File: src/include/stamofu_settings.svh
// STAMOFU pipeline settings

`ifndef STAMOFU_SETTINGS_SVH
`define STAMOFU_SETTINGS_SVH

// ------------------------------------------------
// datapath widths

// data and virtual address width
`define STAMOFU_XLEN 32

// page offset width
// word offset drops the low two bits
`define STAMOFU_VPN_W 20

`define STAMOFU_PO_W 12

// completion queue index
`define STAMOFU_CQ_INDEX_W 3

// ------------------------------------------------
// buffer depths

`define STAMOFU_ISSUE_DEPTH 2
`define STAMOFU_RR_DEPTH 3

`endif

File: src/logic/stamofu_pkg.sv
// STAMOFU pipeline types

`default_nettype none

`include "stamofu_settings.svh"

package stamofu_pkg;

    // one-hot operation class
    typedef struct packed {
        logic is_store;
        logic is_amo;
        logic is_fence;
    } stamofu_kind_t;

    // one issued operation
    // op[1] word, op[0] half, neither byte (stores)
    typedef struct packed {
        stamofu_kind_t                   kind;
        logic [3:0]                      op;
        logic [11:0]                     imm12;
        logic                            a_is_reg;
        logic                            b_is_reg;
        logic [`STAMOFU_CQ_INDEX_W-1:0]  cq_index;
    } stamofu_op_t;

    // align decode result
    typedef struct packed {
        logic [3:0]                byte_mask;
        logic                      misaligned;
        logic                      misaligned_exception;
        logic [`STAMOFU_XLEN-1:0]  write_data;
    } stamofu_align_t;

    // outgoing request
    typedef struct packed {
        stamofu_kind_t                   kind;
        logic [3:0]                      op;
        logic                            is_mq;
        logic                            misaligned;
        logic                            misaligned_exception;
        logic [`STAMOFU_VPN_W-1:0]       vpn;
        logic [`STAMOFU_PO_W-3:0]        po_word;
        logic [3:0]                      byte_mask;
        logic [`STAMOFU_XLEN-1:0]        write_data;
        logic [`STAMOFU_CQ_INDEX_W-1:0]  cq_index;
    } stamofu_req_t;

endpackage

`default_nettype wire

File: src/logic/stamofu_fifo.sv
// First-word-fall-through queue

`timescale 1ns/1ns
`default_nettype none

module stamofu_fifo #(
    parameter int WIDTH = 32,
    parameter int DEPTH = 2
) (
    input  wire logic              CLK,
    input  wire logic              nRST,
    input  wire logic              enq_valid,
    input  wire logic [WIDTH-1:0]  enq_data,
    output logic                   enq_ready,
    output logic                   deq_valid,
    output logic [WIDTH-1:0]       deq_data,
    input  wire logic              deq_ready
);

    localparam int PTR_W = (DEPTH > 1) ? $clog2(DEPTH) : 1;
    localparam int CNT_W = $clog2(DEPTH + 1);

    logic [WIDTH-1:0] mem [DEPTH];
    logic [PTR_W-1:0] rd_ptr;
    logic [PTR_W-1:0] wr_ptr;
    logic [CNT_W-1:0] count;
    logic             do_enq;
    logic             do_deq;

    // pointer step with wrap at DEPTH
    function automatic logic [PTR_W-1:0] ptr_step(input logic [PTR_W-1:0] ptr);
        if (ptr == PTR_W'(DEPTH - 1)) begin
            return '0;
        end
        return ptr + 1'b1;
    endfunction

    assign enq_ready = (count != CNT_W'(DEPTH));
    assign deq_valid = (count != '0);
    assign deq_data  = mem[rd_ptr];
    assign do_enq    = enq_valid & enq_ready;
    assign do_deq    = deq_valid & deq_ready;

    always_ff @(posedge CLK or negedge nRST) begin
        if (!nRST) begin
            rd_ptr <= '0;
            wr_ptr <= '0;
            count  <= '0;
        end else begin
            if (do_enq) begin
                wr_ptr <= ptr_step(wr_ptr);
            end
            if (do_deq) begin
                rd_ptr <= ptr_step(rd_ptr);
            end
            case ({do_enq, do_deq})
                2'b10:   count <= count + 1'b1;
                2'b01:   count <= count - 1'b1;
                default: count <= count;
            endcase
        end
    end

    // storage
    always_ff @(posedge CLK) begin
        if (do_enq) begin
            mem[wr_ptr] <= enq_data;
        end
    end

endmodule

`default_nettype wire

File: src/logic/stamofu_store_align.sv
// STAMOFU byte mask and data align

`timescale 1ns/1ns
`default_nettype none

`include "stamofu_settings.svh"

module stamofu_store_align (
    input  wire stamofu_pkg::stamofu_kind_t  kind,
    input  wire logic [3:0]                  op,
    input  wire logic [1:0]                  offset,
    input  wire logic                        second_half,
    input  wire logic [`STAMOFU_XLEN-1:0]    b_data,
    output stamofu_pkg::stamofu_align_t      align
);

    import stamofu_pkg::*;

    logic [3:0] word_mask;
    logic [3:0] half_mask;

    // ------------------------------------------------
    // first-request masks

    always_comb begin
        case (offset)
            2'd0: word_mask = 4'b1111;
            2'd1: word_mask = 4'b1110;
            2'd2: word_mask = 4'b1100;
            default: word_mask = 4'b1000;
        endcase
    end

    always_comb begin
        case (offset)
            2'd0: half_mask = 4'b0011;
            2'd1: half_mask = 4'b0110;
            2'd2: half_mask = 4'b1100;
            default: half_mask = 4'b1000;
        endcase
    end

    // ------------------------------------------------
    // mask and misalign select

    always_comb begin
        align.misaligned           = 1'b0;
        align.misaligned_exception = kind.is_amo & (offset != 2'd0);
        // AMO and fence keep the word mask
        align.byte_mask            = word_mask;

        if (kind.is_store) begin
            if (op[1]) begin
                align.misaligned = (offset != 2'd0);
                // second half covers the bytes the first one missed
                align.byte_mask  = second_half ? ~word_mask : word_mask;
            end else if (op[0]) begin
                // only offset 3 runs into the next word
                align.misaligned = (offset == 2'd3);
                align.byte_mask  = second_half ? 4'b0001 : half_mask;
            end else begin
                align.byte_mask = 4'b0001 << offset;
            end
        end
    end

    // rotate left by one byte per offset step
    always_comb begin
        case (offset)
            2'd0: align.write_data = b_data;
            2'd1: align.write_data = {b_data[`STAMOFU_XLEN-9:0],
                                      b_data[`STAMOFU_XLEN-1:`STAMOFU_XLEN-8]};
            2'd2: align.write_data = {b_data[`STAMOFU_XLEN-17:0],
                                      b_data[`STAMOFU_XLEN-1:`STAMOFU_XLEN-16]};
            default: align.write_data = {b_data[`STAMOFU_XLEN-25:0],
                                         b_data[`STAMOFU_XLEN-1:`STAMOFU_XLEN-24]};
        endcase
    end

endmodule

`default_nettype wire

File: src/logic/stamofu_operand_collect.sv
// STAMOFU operand collection

`timescale 1ns/1ns
`default_nettype none

`include "stamofu_settings.svh"

module stamofu_operand_collect (
    input  wire logic                        CLK,
    input  wire logic                        nRST,

    // issue queue side
    input  wire logic                        issue_valid,
    input  wire stamofu_pkg::stamofu_op_t    issue_op,
    output logic                             issue_ready,

    // register read responses without back-pressure
    input  wire logic                        a_rr_valid,
    input  wire logic [`STAMOFU_XLEN-1:0]    a_rr_data,
    input  wire logic                        b_rr_valid,
    input  wire logic [`STAMOFU_XLEN-1:0]    b_rr_data,

    // towards REQ stage
    output logic                             oc_valid,
    output stamofu_pkg::stamofu_op_t         oc_op,
    output logic [`STAMOFU_XLEN-1:0]         oc_a,
    output logic [`STAMOFU_XLEN-1:0]         oc_b,
    input  wire logic                        oc_take
);

    import stamofu_pkg::*;

    logic                       head_valid;
    logic                       a_buf_valid;
    logic [`STAMOFU_XLEN-1:0]   a_buf_data;
    logic                       b_buf_valid;
    logic [`STAMOFU_XLEN-1:0]   b_buf_data;
    logic                       a_ready;
    logic                       b_ready;

    // ------------------------------------------------
    // issue buffer

    stamofu_fifo #(
        .WIDTH ($bits(stamofu_op_t)),
        .DEPTH (`STAMOFU_ISSUE_DEPTH)
    ) issue_buf_i (
        .CLK       (CLK),
        .nRST      (nRST),
        .enq_valid (issue_valid),
        .enq_data  (issue_op),
        .enq_ready (issue_ready),
        .deq_valid (head_valid),
        .deq_data  (oc_op),
        .deq_ready (oc_take)
    );

    // ------------------------------------------------
    // register response buffers
    // sized for two issue entries plus the op in REQ

    stamofu_fifo #(
        .WIDTH (`STAMOFU_XLEN),
        .DEPTH (`STAMOFU_RR_DEPTH)
    ) a_buf_i (
        .CLK       (CLK),
        .nRST      (nRST),
        .enq_valid (a_rr_valid),
        .enq_data  (a_rr_data),
        .enq_ready (),
        .deq_valid (a_buf_valid),
        .deq_data  (a_buf_data),
        .deq_ready (oc_take & oc_op.a_is_reg)
    );

    stamofu_fifo #(
        .WIDTH (`STAMOFU_XLEN),
        .DEPTH (`STAMOFU_RR_DEPTH)
    ) b_buf_i (
        .CLK       (CLK),
        .nRST      (nRST),
        .enq_valid (b_rr_valid),
        .enq_data  (b_rr_data),
        .enq_ready (),
        .deq_valid (b_buf_valid),
        .deq_data  (b_buf_data),
        .deq_ready (oc_take & oc_op.b_is_reg)
    );

    // operand present or not needed
    assign a_ready  = ~oc_op.a_is_reg | a_buf_valid;
    assign b_ready  = ~oc_op.b_is_reg | b_buf_valid;
    assign oc_valid = head_valid & a_ready & b_ready;

    // zero operands read as zero
    assign oc_a = oc_op.a_is_reg ? a_buf_data : '0;
    assign oc_b = oc_op.b_is_reg ? b_buf_data : '0;

endmodule

`default_nettype wire

File: src/logic/stamofu_req_stage.sv
// STAMOFU request stage

`timescale 1ns/1ns
`default_nettype none

`include "stamofu_settings.svh"

module stamofu_req_stage (
    input  wire logic                        CLK,
    input  wire logic                        nRST,

    // from operand collection
    input  wire logic                        oc_valid,
    input  wire stamofu_pkg::stamofu_op_t    oc_op,
    input  wire logic [`STAMOFU_XLEN-1:0]    oc_a,
    input  wire logic [`STAMOFU_XLEN-1:0]    oc_b,
    output logic                             oc_take,

    // request handshake
    output logic                             req_valid,
    output stamofu_pkg::stamofu_req_t        req,
    input  wire logic                        req_ack
);

    import stamofu_pkg::*;

    typedef enum logic [1:0] {
        state_idle,
        state_active,
        state_misaligned
    } req_state_t;

    req_state_t                 state;
    req_state_t                 next_state;
    stamofu_op_t                op_q;
    logic [`STAMOFU_XLEN-1:0]   a_q;
    logic [`STAMOFU_XLEN-1:0]   b_q;
    logic [`STAMOFU_XLEN-1:0]   va;
    logic [`STAMOFU_XLEN-1:0]   next_word_va;
    logic [`STAMOFU_XLEN-1:0]   req_addr;
    logic                       is_mq;
    logic                       last_ack;
    stamofu_align_t             align;

    // ------------------------------------------------
    // address and align decode

    // AMO address is A alone
    assign va = op_q.kind.is_amo ? a_q
                                 : a_q + {{(`STAMOFU_XLEN-12){op_q.imm12[11]}}, op_q.imm12};

    assign is_mq    = (state == state_misaligned);
    assign req_addr = is_mq ? next_word_va : va;

    stamofu_store_align align_i (
        .kind        (op_q.kind),
        .op          (op_q.op),
        .offset      (va[1:0]),
        .second_half (is_mq),
        .b_data      (b_q),
        .align       (align)
    );

    // ------------------------------------------------
    // handshake and state machine

    // final request of the current op leaves this cycle
    assign last_ack = req_ack & (((state == state_active) & ~align.misaligned) | is_mq);
    assign oc_take  = oc_valid & ((state == state_idle) | last_ack);

    always_comb begin
        next_state = state;
        case (state)
            state_idle: begin
                if (oc_take) begin
                    next_state = state_active;
                end
            end
            state_active: begin
                if (req_ack) begin
                    if (align.misaligned) begin
                        next_state = state_misaligned;
                    end else begin
                        next_state = oc_take ? state_active : state_idle;
                    end
                end
            end
            state_misaligned: begin
                if (req_ack) begin
                    next_state = oc_take ? state_active : state_idle;
                end
            end
            default: next_state = state_idle;
        endcase
    end

    always_ff @(posedge CLK or negedge nRST) begin
        if (!nRST) begin
            state <= state_idle;
        end else begin
            state <= next_state;
        end
    end

    // operation payload
    always_ff @(posedge CLK) begin
        if (oc_take) begin
            op_q <= oc_op;
            a_q  <= oc_a;
            b_q  <= oc_b;
        end
        // word after the first half for the split request
        if ((state == state_active) && req_ack && align.misaligned) begin
            next_word_va <= {va[`STAMOFU_XLEN-1:2] + 1'b1, 2'b00};
        end
    end

    // ------------------------------------------------
    // request formatting

    assign req_valid = (state != state_idle);

    always_comb begin
        req.kind                 = op_q.kind;
        req.op                   = op_q.op;
        req.is_mq                = is_mq;
        req.misaligned           = align.misaligned;
        req.misaligned_exception = align.misaligned_exception;
        req.vpn                  = req_addr[`STAMOFU_XLEN-1 -: `STAMOFU_VPN_W];
        req.po_word              = req_addr[`STAMOFU_PO_W-1:2];
        req.byte_mask            = align.byte_mask;
        req.write_data           = align.write_data;
        req.cq_index             = op_q.cq_index;
    end

endmodule

`default_nettype wire

File: src/logic/stamofu_addr_pipeline.sv
// STAMOFU address pipeline top

`timescale 1ns/1ns
`default_nettype none

`include "stamofu_settings.svh"

module stamofu_addr_pipeline (
    input  wire logic                        CLK,
    input  wire logic                        nRST,

    // issue
    input  wire logic                        issue_valid,
    input  wire stamofu_pkg::stamofu_op_t    issue_op,
    output logic                             issue_ready,

    // register read responses
    input  wire logic                        a_rr_valid,
    input  wire logic [`STAMOFU_XLEN-1:0]    a_rr_data,
    input  wire logic                        b_rr_valid,
    input  wire logic [`STAMOFU_XLEN-1:0]    b_rr_data,

    // request out
    output logic                             req_valid,
    output stamofu_pkg::stamofu_req_t        req,
    input  wire logic                        req_ack
);

    import stamofu_pkg::*;

    logic                       oc_valid;
    stamofu_op_t                oc_op;
    logic [`STAMOFU_XLEN-1:0]   oc_a;
    logic [`STAMOFU_XLEN-1:0]   oc_b;
    logic                       oc_take;

    stamofu_operand_collect collect_i (
        .CLK         (CLK),
        .nRST        (nRST),
        .issue_valid (issue_valid),
        .issue_op    (issue_op),
        .issue_ready (issue_ready),
        .a_rr_valid  (a_rr_valid),
        .a_rr_data   (a_rr_data),
        .b_rr_valid  (b_rr_valid),
        .b_rr_data   (b_rr_data),
        .oc_valid    (oc_valid),
        .oc_op       (oc_op),
        .oc_a        (oc_a),
        .oc_b        (oc_b),
        .oc_take     (oc_take)
    );

    stamofu_req_stage req_i (
        .CLK       (CLK),
        .nRST      (nRST),
        .oc_valid  (oc_valid),
        .oc_op     (oc_op),
        .oc_a      (oc_a),
        .oc_b      (oc_b),
        .oc_take   (oc_take),
        .req_valid (req_valid),
        .req       (req),
        .req_ack   (req_ack)
    );

endmodule

`default_nettype wire

File: config.mk
export PLATFORM = sky130hd
export DESIGN_NAME = stamofu_addr_pipeline
export DESIGN_NICKNAME = d
export VERILOG_FILES = /design/src/logic/stamofu_pkg.sv /design/src/logic/stamofu_fifo.sv /design/src/logic/stamofu_store_align.sv /design/src/logic/stamofu_operand_collect.sv /design/src/logic/stamofu_req_stage.sv /design/src/logic/stamofu_addr_pipeline.sv
export VERILOG_INCLUDE_DIRS = /design/src /design/src/include
export SDC_FILE = /design/constraint.sdc
export NUM_CORES = 1
export LEC_CHECK = 0
export BUFFER_PORTS_ARGS = -buffer_cell sky130_fd_sc_hd__buf_2
export CAP_MARGIN = 20
export CELL_PAD_IN_SITES_DETAIL_PLACEMENT = 0
export CELL_PAD_IN_SITES_GLOBAL_PLACEMENT = 1
export CORE_ASPECT_RATIO = 2
export CORE_MARGIN = 2
export CORE_UTILIZATION = 43
export DETAILED_ROUTE_END_ITERATION = 12
export GPL_TIMING_DRIVEN = 0
export HOLD_SLACK_MARGIN = 0.1
export PLACE_DENSITY = 0.68
export SLEW_MARGIN = 5
export SYNTH_ARGS = -nofsm -noshare
export SYNTH_HDL_FRONTEND = slang
export SYNTH_HIERARCHICAL = 1
export SYNTH_SLANG_ARGS = --single-unit
File: constraint.sdc
create_clock -name CLK -period 19.4 [get_ports CLK]
set_clock_uncertainty 0.05 [all_clocks]
set_input_delay 3.88 -clock CLK [delete_from_list [all_inputs] [get_ports CLK]]
set_output_delay 3.88 -clock CLK [all_outputs]
set_load 0.01 [all_outputs]
==> out/qor.txt, run 1 <==
setup TNS -> 0 ns
area of the core -> 42400 sq um
Post-CTS Hold Buffers -> 0
Syn Std Cell Area -> 18400 sq um
CTS root buf -> clkbuf_16
wire length of the first global-routing pass -> 70700 um
Post-DRT Antenna Nets -> 0
P&R area growth vs syn -> 16.2%
pin count of the biggest net entering global routing -> 50
slew margin rel. -> 36.5%
Critical Path Fanout Max -> 10
final worst path period share -> 49.4%
Cell Area, Placed -> 20300 sq um
num ports -> 175
Worst setup SP type -> flop
Inst Count DP -> 2174
syn_area_per_cell -> 12.8 sq um
# rows -> 107
Clock Sinks -> 374
Tmin final -> 9.59 ns
Reg clk slew, reported paths -> 0.06 ns
routed length per instance -> 21.0 um
# resized after CTS -> 0
clock buffer count from CTS -> 35
CTS tree -> built
GPL Wtd Cong -> 0.857
Longest Clk Path Bufs -> 3
hold slack -> 0.440 ns
Pins Over Slew Limit -> 0
WP data arrival -> 5.66 ns
total grt overflow -> 0
Synth Net Count -> 1575
Global Route Usage Sum -> 21.1%
final std cells w/o fill -> 2237
RSZ-0062 raised after global routing -> no
status -> finished, final reports clean
vias in the first global route -> 12.5k
Vias -> 12.0k
DRC errors left -> 0
Tightest Pin Transition -> 0.952 ns
Skew-Pair Late Insertion Delay -> 0.53 ns
critical path type -> reg -> out
Die ar. -> 44600 sq um
initial antenna violation count -> 11
final hold viol count -> 0
Max Clock Freq -> 104 MHz
Cells after Synth -> 1438
ratio of cells with drive above 1 in the final layout -> 26.3%
DRT Pass-1 Iters -> 11
Max-cap violations -> 0
Critical Path RT -> 15.47 ns
H-tree Lvls -> 2
vias per cell -> 5.35
Die X -> 150 um
Nets -> 1803
DRT iter0 DRCs -> 484
height of the die -> 297 um
Setup-failing EPs final -> 0
Post-CTS Setup Bufs -> 0
port buffer count -> 174
design area -> 21400 sq um
HPWL Detailed -> 36600 um
Warnings, synthesis -> 6
final wirelength -> 47000 um
CP Capture Type -> output pin
Initial Utilization -> 43.4%
HP Class -> reg -> reg
## final cells by class
class | instances | area (sq um)
fillers | 3745 | 21000
flip-flops and latches | 374 | 11100
multi-input cells | 923 | 6560
repair buffers | 191 | 1110
clock buffers | 45 | 956
well taps | 545 | 682
plain buffers | 89 | 569
clock inverters | 17 | 200
inverters | 52 | 195
diodes | 1 | 2.50
## worst paths after layout
| kind | cells past startpoint | start | slack (ns) | end |
|---|---|---|---|---|
| setup / recovery | 16 | req_i/req[77]$_DFFE_PP_ | 9.81 | req[36] |
| hold / removal | 1 | collect_i/issue_buf_i/count[1]$_DFFE_PN0P_ | 0.44 | collect_i/issue_buf_i/count[1]$_DFFE_PN0P_ |
| setup reg to reg | 23 | req_i/req[77]$_DFFE_PP_ | 12.40 | collect_i/b_buf_i/count[1]$_DFFE_PN0P_ |
| hold reg to reg | 1 | collect_i/issue_buf_i/count[1]$_DFFE_PN0P_ | 0.44 | collect_i/issue_buf_i/count[1]$_DFFE_PN0P_ |
| max in group asynchronous | 1 | nRST | 15.59 | collect_i/a_buf_i/rd_ptr[1]$_DFFE_PN0P_ |
| min in group asynchronous | 1 | nRST | 3.30 | collect_i/b_buf_i/wr_ptr[0]$_DFFE_PN0P_ |
## placed cells by master, fill, tap and decap left out, drive strengths merged, types with 10 or more instances in the layout
master,count
nand2,136
a222oi,32
edfxtp,356
nor2b,12
nor2,80
a31oi,10
clkbuf,79
o21ai,96
mux2,34
inv,53
clkinv,10
a21o,24
and2,72
xor2,18
mux2i,108
buf,246
xnor2,35
nor3,18
ha,42
dfrtp,18
a21oi,62
nand3,19
## per-stage QoR
stage / util [%] / setup WS, ns
finish: 50.5 / 9.81
global placement: 47.1 / 10.26
CTS: 50.5 / 9.71
floorplan: - / 12.09
detailed placement: 47.7 / 10.30
global route: 50.5 / 9.41
## state kept, by name, summed over array words and instances, names as in the netlist, 10 cells and up
signal	cells
collect_i/a_buf_i/mem	96
req_i/op_q	12
req_i/req	10
req_i/b_q	32
req_i/a_q	32
req_i/next_word_va	30
collect_i/issue_buf_i/mem	48
collect_i/b_buf_i/mem	96
## worst max-delay path, stage by stage, from the launching register on
cell	delay, ns
edfxtp_1	0.42
clkbuf_1	0.35
clkbuf_1	0.51
clkbuf_1	0.65
clkbuf_1	0.47
clkbuf_1	0.62
nand2_1	0.10
o21ai_0	0.23
ha_1	0.27
buf_2	0.28
buf_4	0.29
nor2_1	0.08
ha_1	0.17
mux2_2	0.27
o211ai_2	0.14
o31ai_1	0.10
buf_2	0.17
## routing by layer
layer / global-route usage [%] / part of all wire (%) / up-vias
li1: - / - / 5808
met1: 19.1 / 32 / 5733
met2: 43.6 / 60 / 301
met3: 3.58 / 4.3 / 102
met4: 8.65 / 4.0 / 18
met5: 0 / 0.24 / -
Power of run 1 is left out: the tool's default activity adds up to more than one toggle a clock period on the data nets, which glitch-free logic cannot reach.
==> run 2: changes to the inputs <==
PLACE_DENSITY = 0.71   (was 0.68)
clock period = 8.54 ns   (was 19.4 ns; I/O delays follow)
==> run 2 against run 1 <==
Net effect: die area did not move; sequential cell count is the same; cell area decreased by 0.20%; critical path type unchanged.
==> out/qor.txt, run 2 (synthesized netlist as in run 1, its figures left out) <==
Clock Sinks -> 374 (unchanged)
Max Clock Freq -> 138 MHz
status -> finished, final reports clean (unchanged)
CP Buf/Inv Count -> 8 (unchanged)
vias per cell -> 5.34 (was 5.35)
initial antenna violation count -> 16 (was 11)
Global Route Usage Sum -> 20.9% (was 21.1%)
slew margin rel. -> 37.9% (was 36.5%)
# rows -> 107 (unchanged)
Vias -> 12.0k (about the same)
met3 Usage GRT -> 3.63% (was 3.58%)
Top Registers -> collect_i/a_buf_i/mem x96, collect_i/b_buf_i/mem x96, collect_i/issue_buf_i/mem x48 (unchanged)
area of the core -> 42400 sq um (unchanged)
Max stage delay cell, worst path -> clkbuf_1 (unchanged)
HP Class -> reg -> reg (unchanged)
Max-cap violations -> 0 (unchanged)
GR Layer Usage met2 -> 42.1% (was 43.6%)
clock buffer count from CTS -> 34 (was 35)
CTS tree -> built (unchanged)
wire length of the first global-routing pass -> 70000 um (was 70700 um)
ratio of cells with drive above 1 in the final layout -> 26.2% (was 26.3%)
Critical Path RT -> 6.78 ns (was 15.47 ns)
Initial Utilization -> 43.4% (unchanged)
Setup-failing EPs final -> 0 (unchanged)
Tightest Pin Transition -> 0.931 ns (was 0.952 ns)
Die ar. -> 44600 sq um (unchanged)
Finished Core Util -> 50.4% (was 50.5%)
critical path type -> reg -> out (unchanged)
num ports -> 175 (unchanged)
port buffer count -> 174 (unchanged)
most frequent cells in the layout -> edfxtp_1, buf_2, nand2_1, mux2i_1, nor2_1 (unchanged)
Skew-Pair Late Insertion Delay -> 0.53 ns (about the same)
final wirelength -> 46200 um (was 47000 um)
height of the die -> 297 um (unchanged)
Post-CTS Hold Buffers -> 0 (unchanged)
RSZ-0062 raised after global routing -> no (unchanged)
HPWL Detailed -> 35900 um (was 36600 um)
Critical Path Fanout Max -> 10 (unchanged)
CP most frequent cell -> clkbuf_1 (unchanged)
CP cell instances -> clkbuf_1 > clkbuf_1 > clkbuf_1 > clkbuf_1 > clkbuf_1 > nand2_1 > o21ai_0 > ha_1 > buf_2 > buf_4 > nor2_1 > ha_1 > mux2_2 > o211ai_2 > o31ai_1 > buf_2 (unchanged)
commonest non-fill, non-tap cell in the layout -> edfxtp_1 (unchanged)
number of fill cells in the layout -> 3756 (was 3745)
pin count of the biggest net entering global routing -> 47 (was 50)
total grt overflow -> 0 (unchanged)
final hold viol count -> 0 (unchanged)
critical path's top delay family -> buffers and inverters (unchanged)
Pins Over Slew Limit -> 0 (unchanged)
Nets -> 1802 (was 1803)
GPL Wtd Cong -> 0.903 (was 0.857)
Post-DRT Antenna Nets -> 0 (unchanged)
DRT iter0 DRCs -> 522 (was 484)
routed length per instance -> 20.6 um (was 21.0 um)
H-tree Lvls -> 2 (unchanged)
final worst path period share -> 84.7%
CTS root buf -> clkbuf_16 (unchanged)
Reg clk slew, reported paths -> 0.06 ns (about the same)
busiest grt layer -> met2 (unchanged)
DRC errors left -> 0 (unchanged)
Die X -> 150 um (unchanged)
vias in the first global route -> 12.4k (was 12.5k)
P&R area growth vs syn -> 16.0% (was 16.2%)
Post-CTS Setup Bufs -> 0 (unchanged)
CP Capture Type -> output pin (unchanged)
Tmin final -> 7.23 ns
DRT Pass-1 Iters -> 6 (was 11)
Worst setup SP type -> flop (unchanged)
met1 Use GR -> 19.2% (was 19.1%)
Longest Clk Path Bufs -> 3 (unchanged)
# resized after CTS -> 0 (unchanged)
crit-path max cell delay -> 0.58 ns (was 0.65 ns)
WP data arrival -> 5.48 ns (was 5.66 ns)
[run 2: changes by cell type in the layout (fill, tap and decap cells not counted), moves of 2 or more]
cell,previous run,this run
buf_8,11,9
bufinv_16,4,1
clkbuf_8,0,4
diode_2,1,5
inv_6,1,3
[run 2: routing by layer]
| metal | up-vias | routed length, um | share of wire, % |
|---|---|---|---|
| li1 | 5812 | - | - |
| met1 | 5724 | 14600 | 32 |
| met2 | 320 | 27400 | 59 |
| met3 | 100 | 2060 | 4.5 |
| met4 | 18 | 2010 | 4.3 |
| met5 | - | 115 | 0.25 |
[run 2: stage by stage]
stage,setup slack (ns),cell area [sq um],hold WS [ns],instances,setup TNS (ns)
after floorplan,2.24,18400,0.406,1438,0
after global placement,-0.624,20000,0.421,2157,-4.19
after detailed placement,1.74,20200,0.437,2173,0
after CTS,1.15,21300,0.449,2235,0
after global routing,0.832,21400,0.477,2241,0
final,1.31,21400,0.443,2241,0
[run 2: worst paths after layout]
kind	start	to	slack [ns]	cells after the start
min reg2reg	collect_i/issue_buf_i/count[1]$_DFFE_PN0P_	collect_i/issue_buf_i/count[1]$_DFFE_PN0P_	0.44	1
max	req_i/req[77]$_DFFE_PP_	req[36]	1.31	16
max in group asynchronous	nRST	collect_i/issue_buf_i/rd_ptr$_DFFE_PN0P_	6.92	1
min	collect_i/issue_buf_i/count[1]$_DFFE_PN0P_	collect_i/issue_buf_i/count[1]$_DFFE_PN0P_	0.44	1
max reg2reg	req_i/req[77]$_DFFE_PP_	collect_i/a_buf_i/count[1]$_DFFE_PN0P_	1.88	23
min in group asynchronous	nRST	collect_i/b_buf_i/wr_ptr[1]$_DFFE_PN0P_	1.11	1
[run 2: layout make-up]
type / instances / area, sq um / area share [%]
diodes: 5 / 12.5 / 0.0585
multi-input cells: 923 / 6560 / 30.7
inverters: 52 / 195 / 0.913
flip-flops and latches: 374 / 11100 / 52.1
clock buffers: 50 / 1010 / 4.75
repair buffers: 191 / 1100 / 5.15
well taps: 545 / 682 / 3.19
clock inverters: 12 / 100 / 0.468
plain buffers: 89 / 569 / 2.66
Power of run 2 is left out for the same reason.
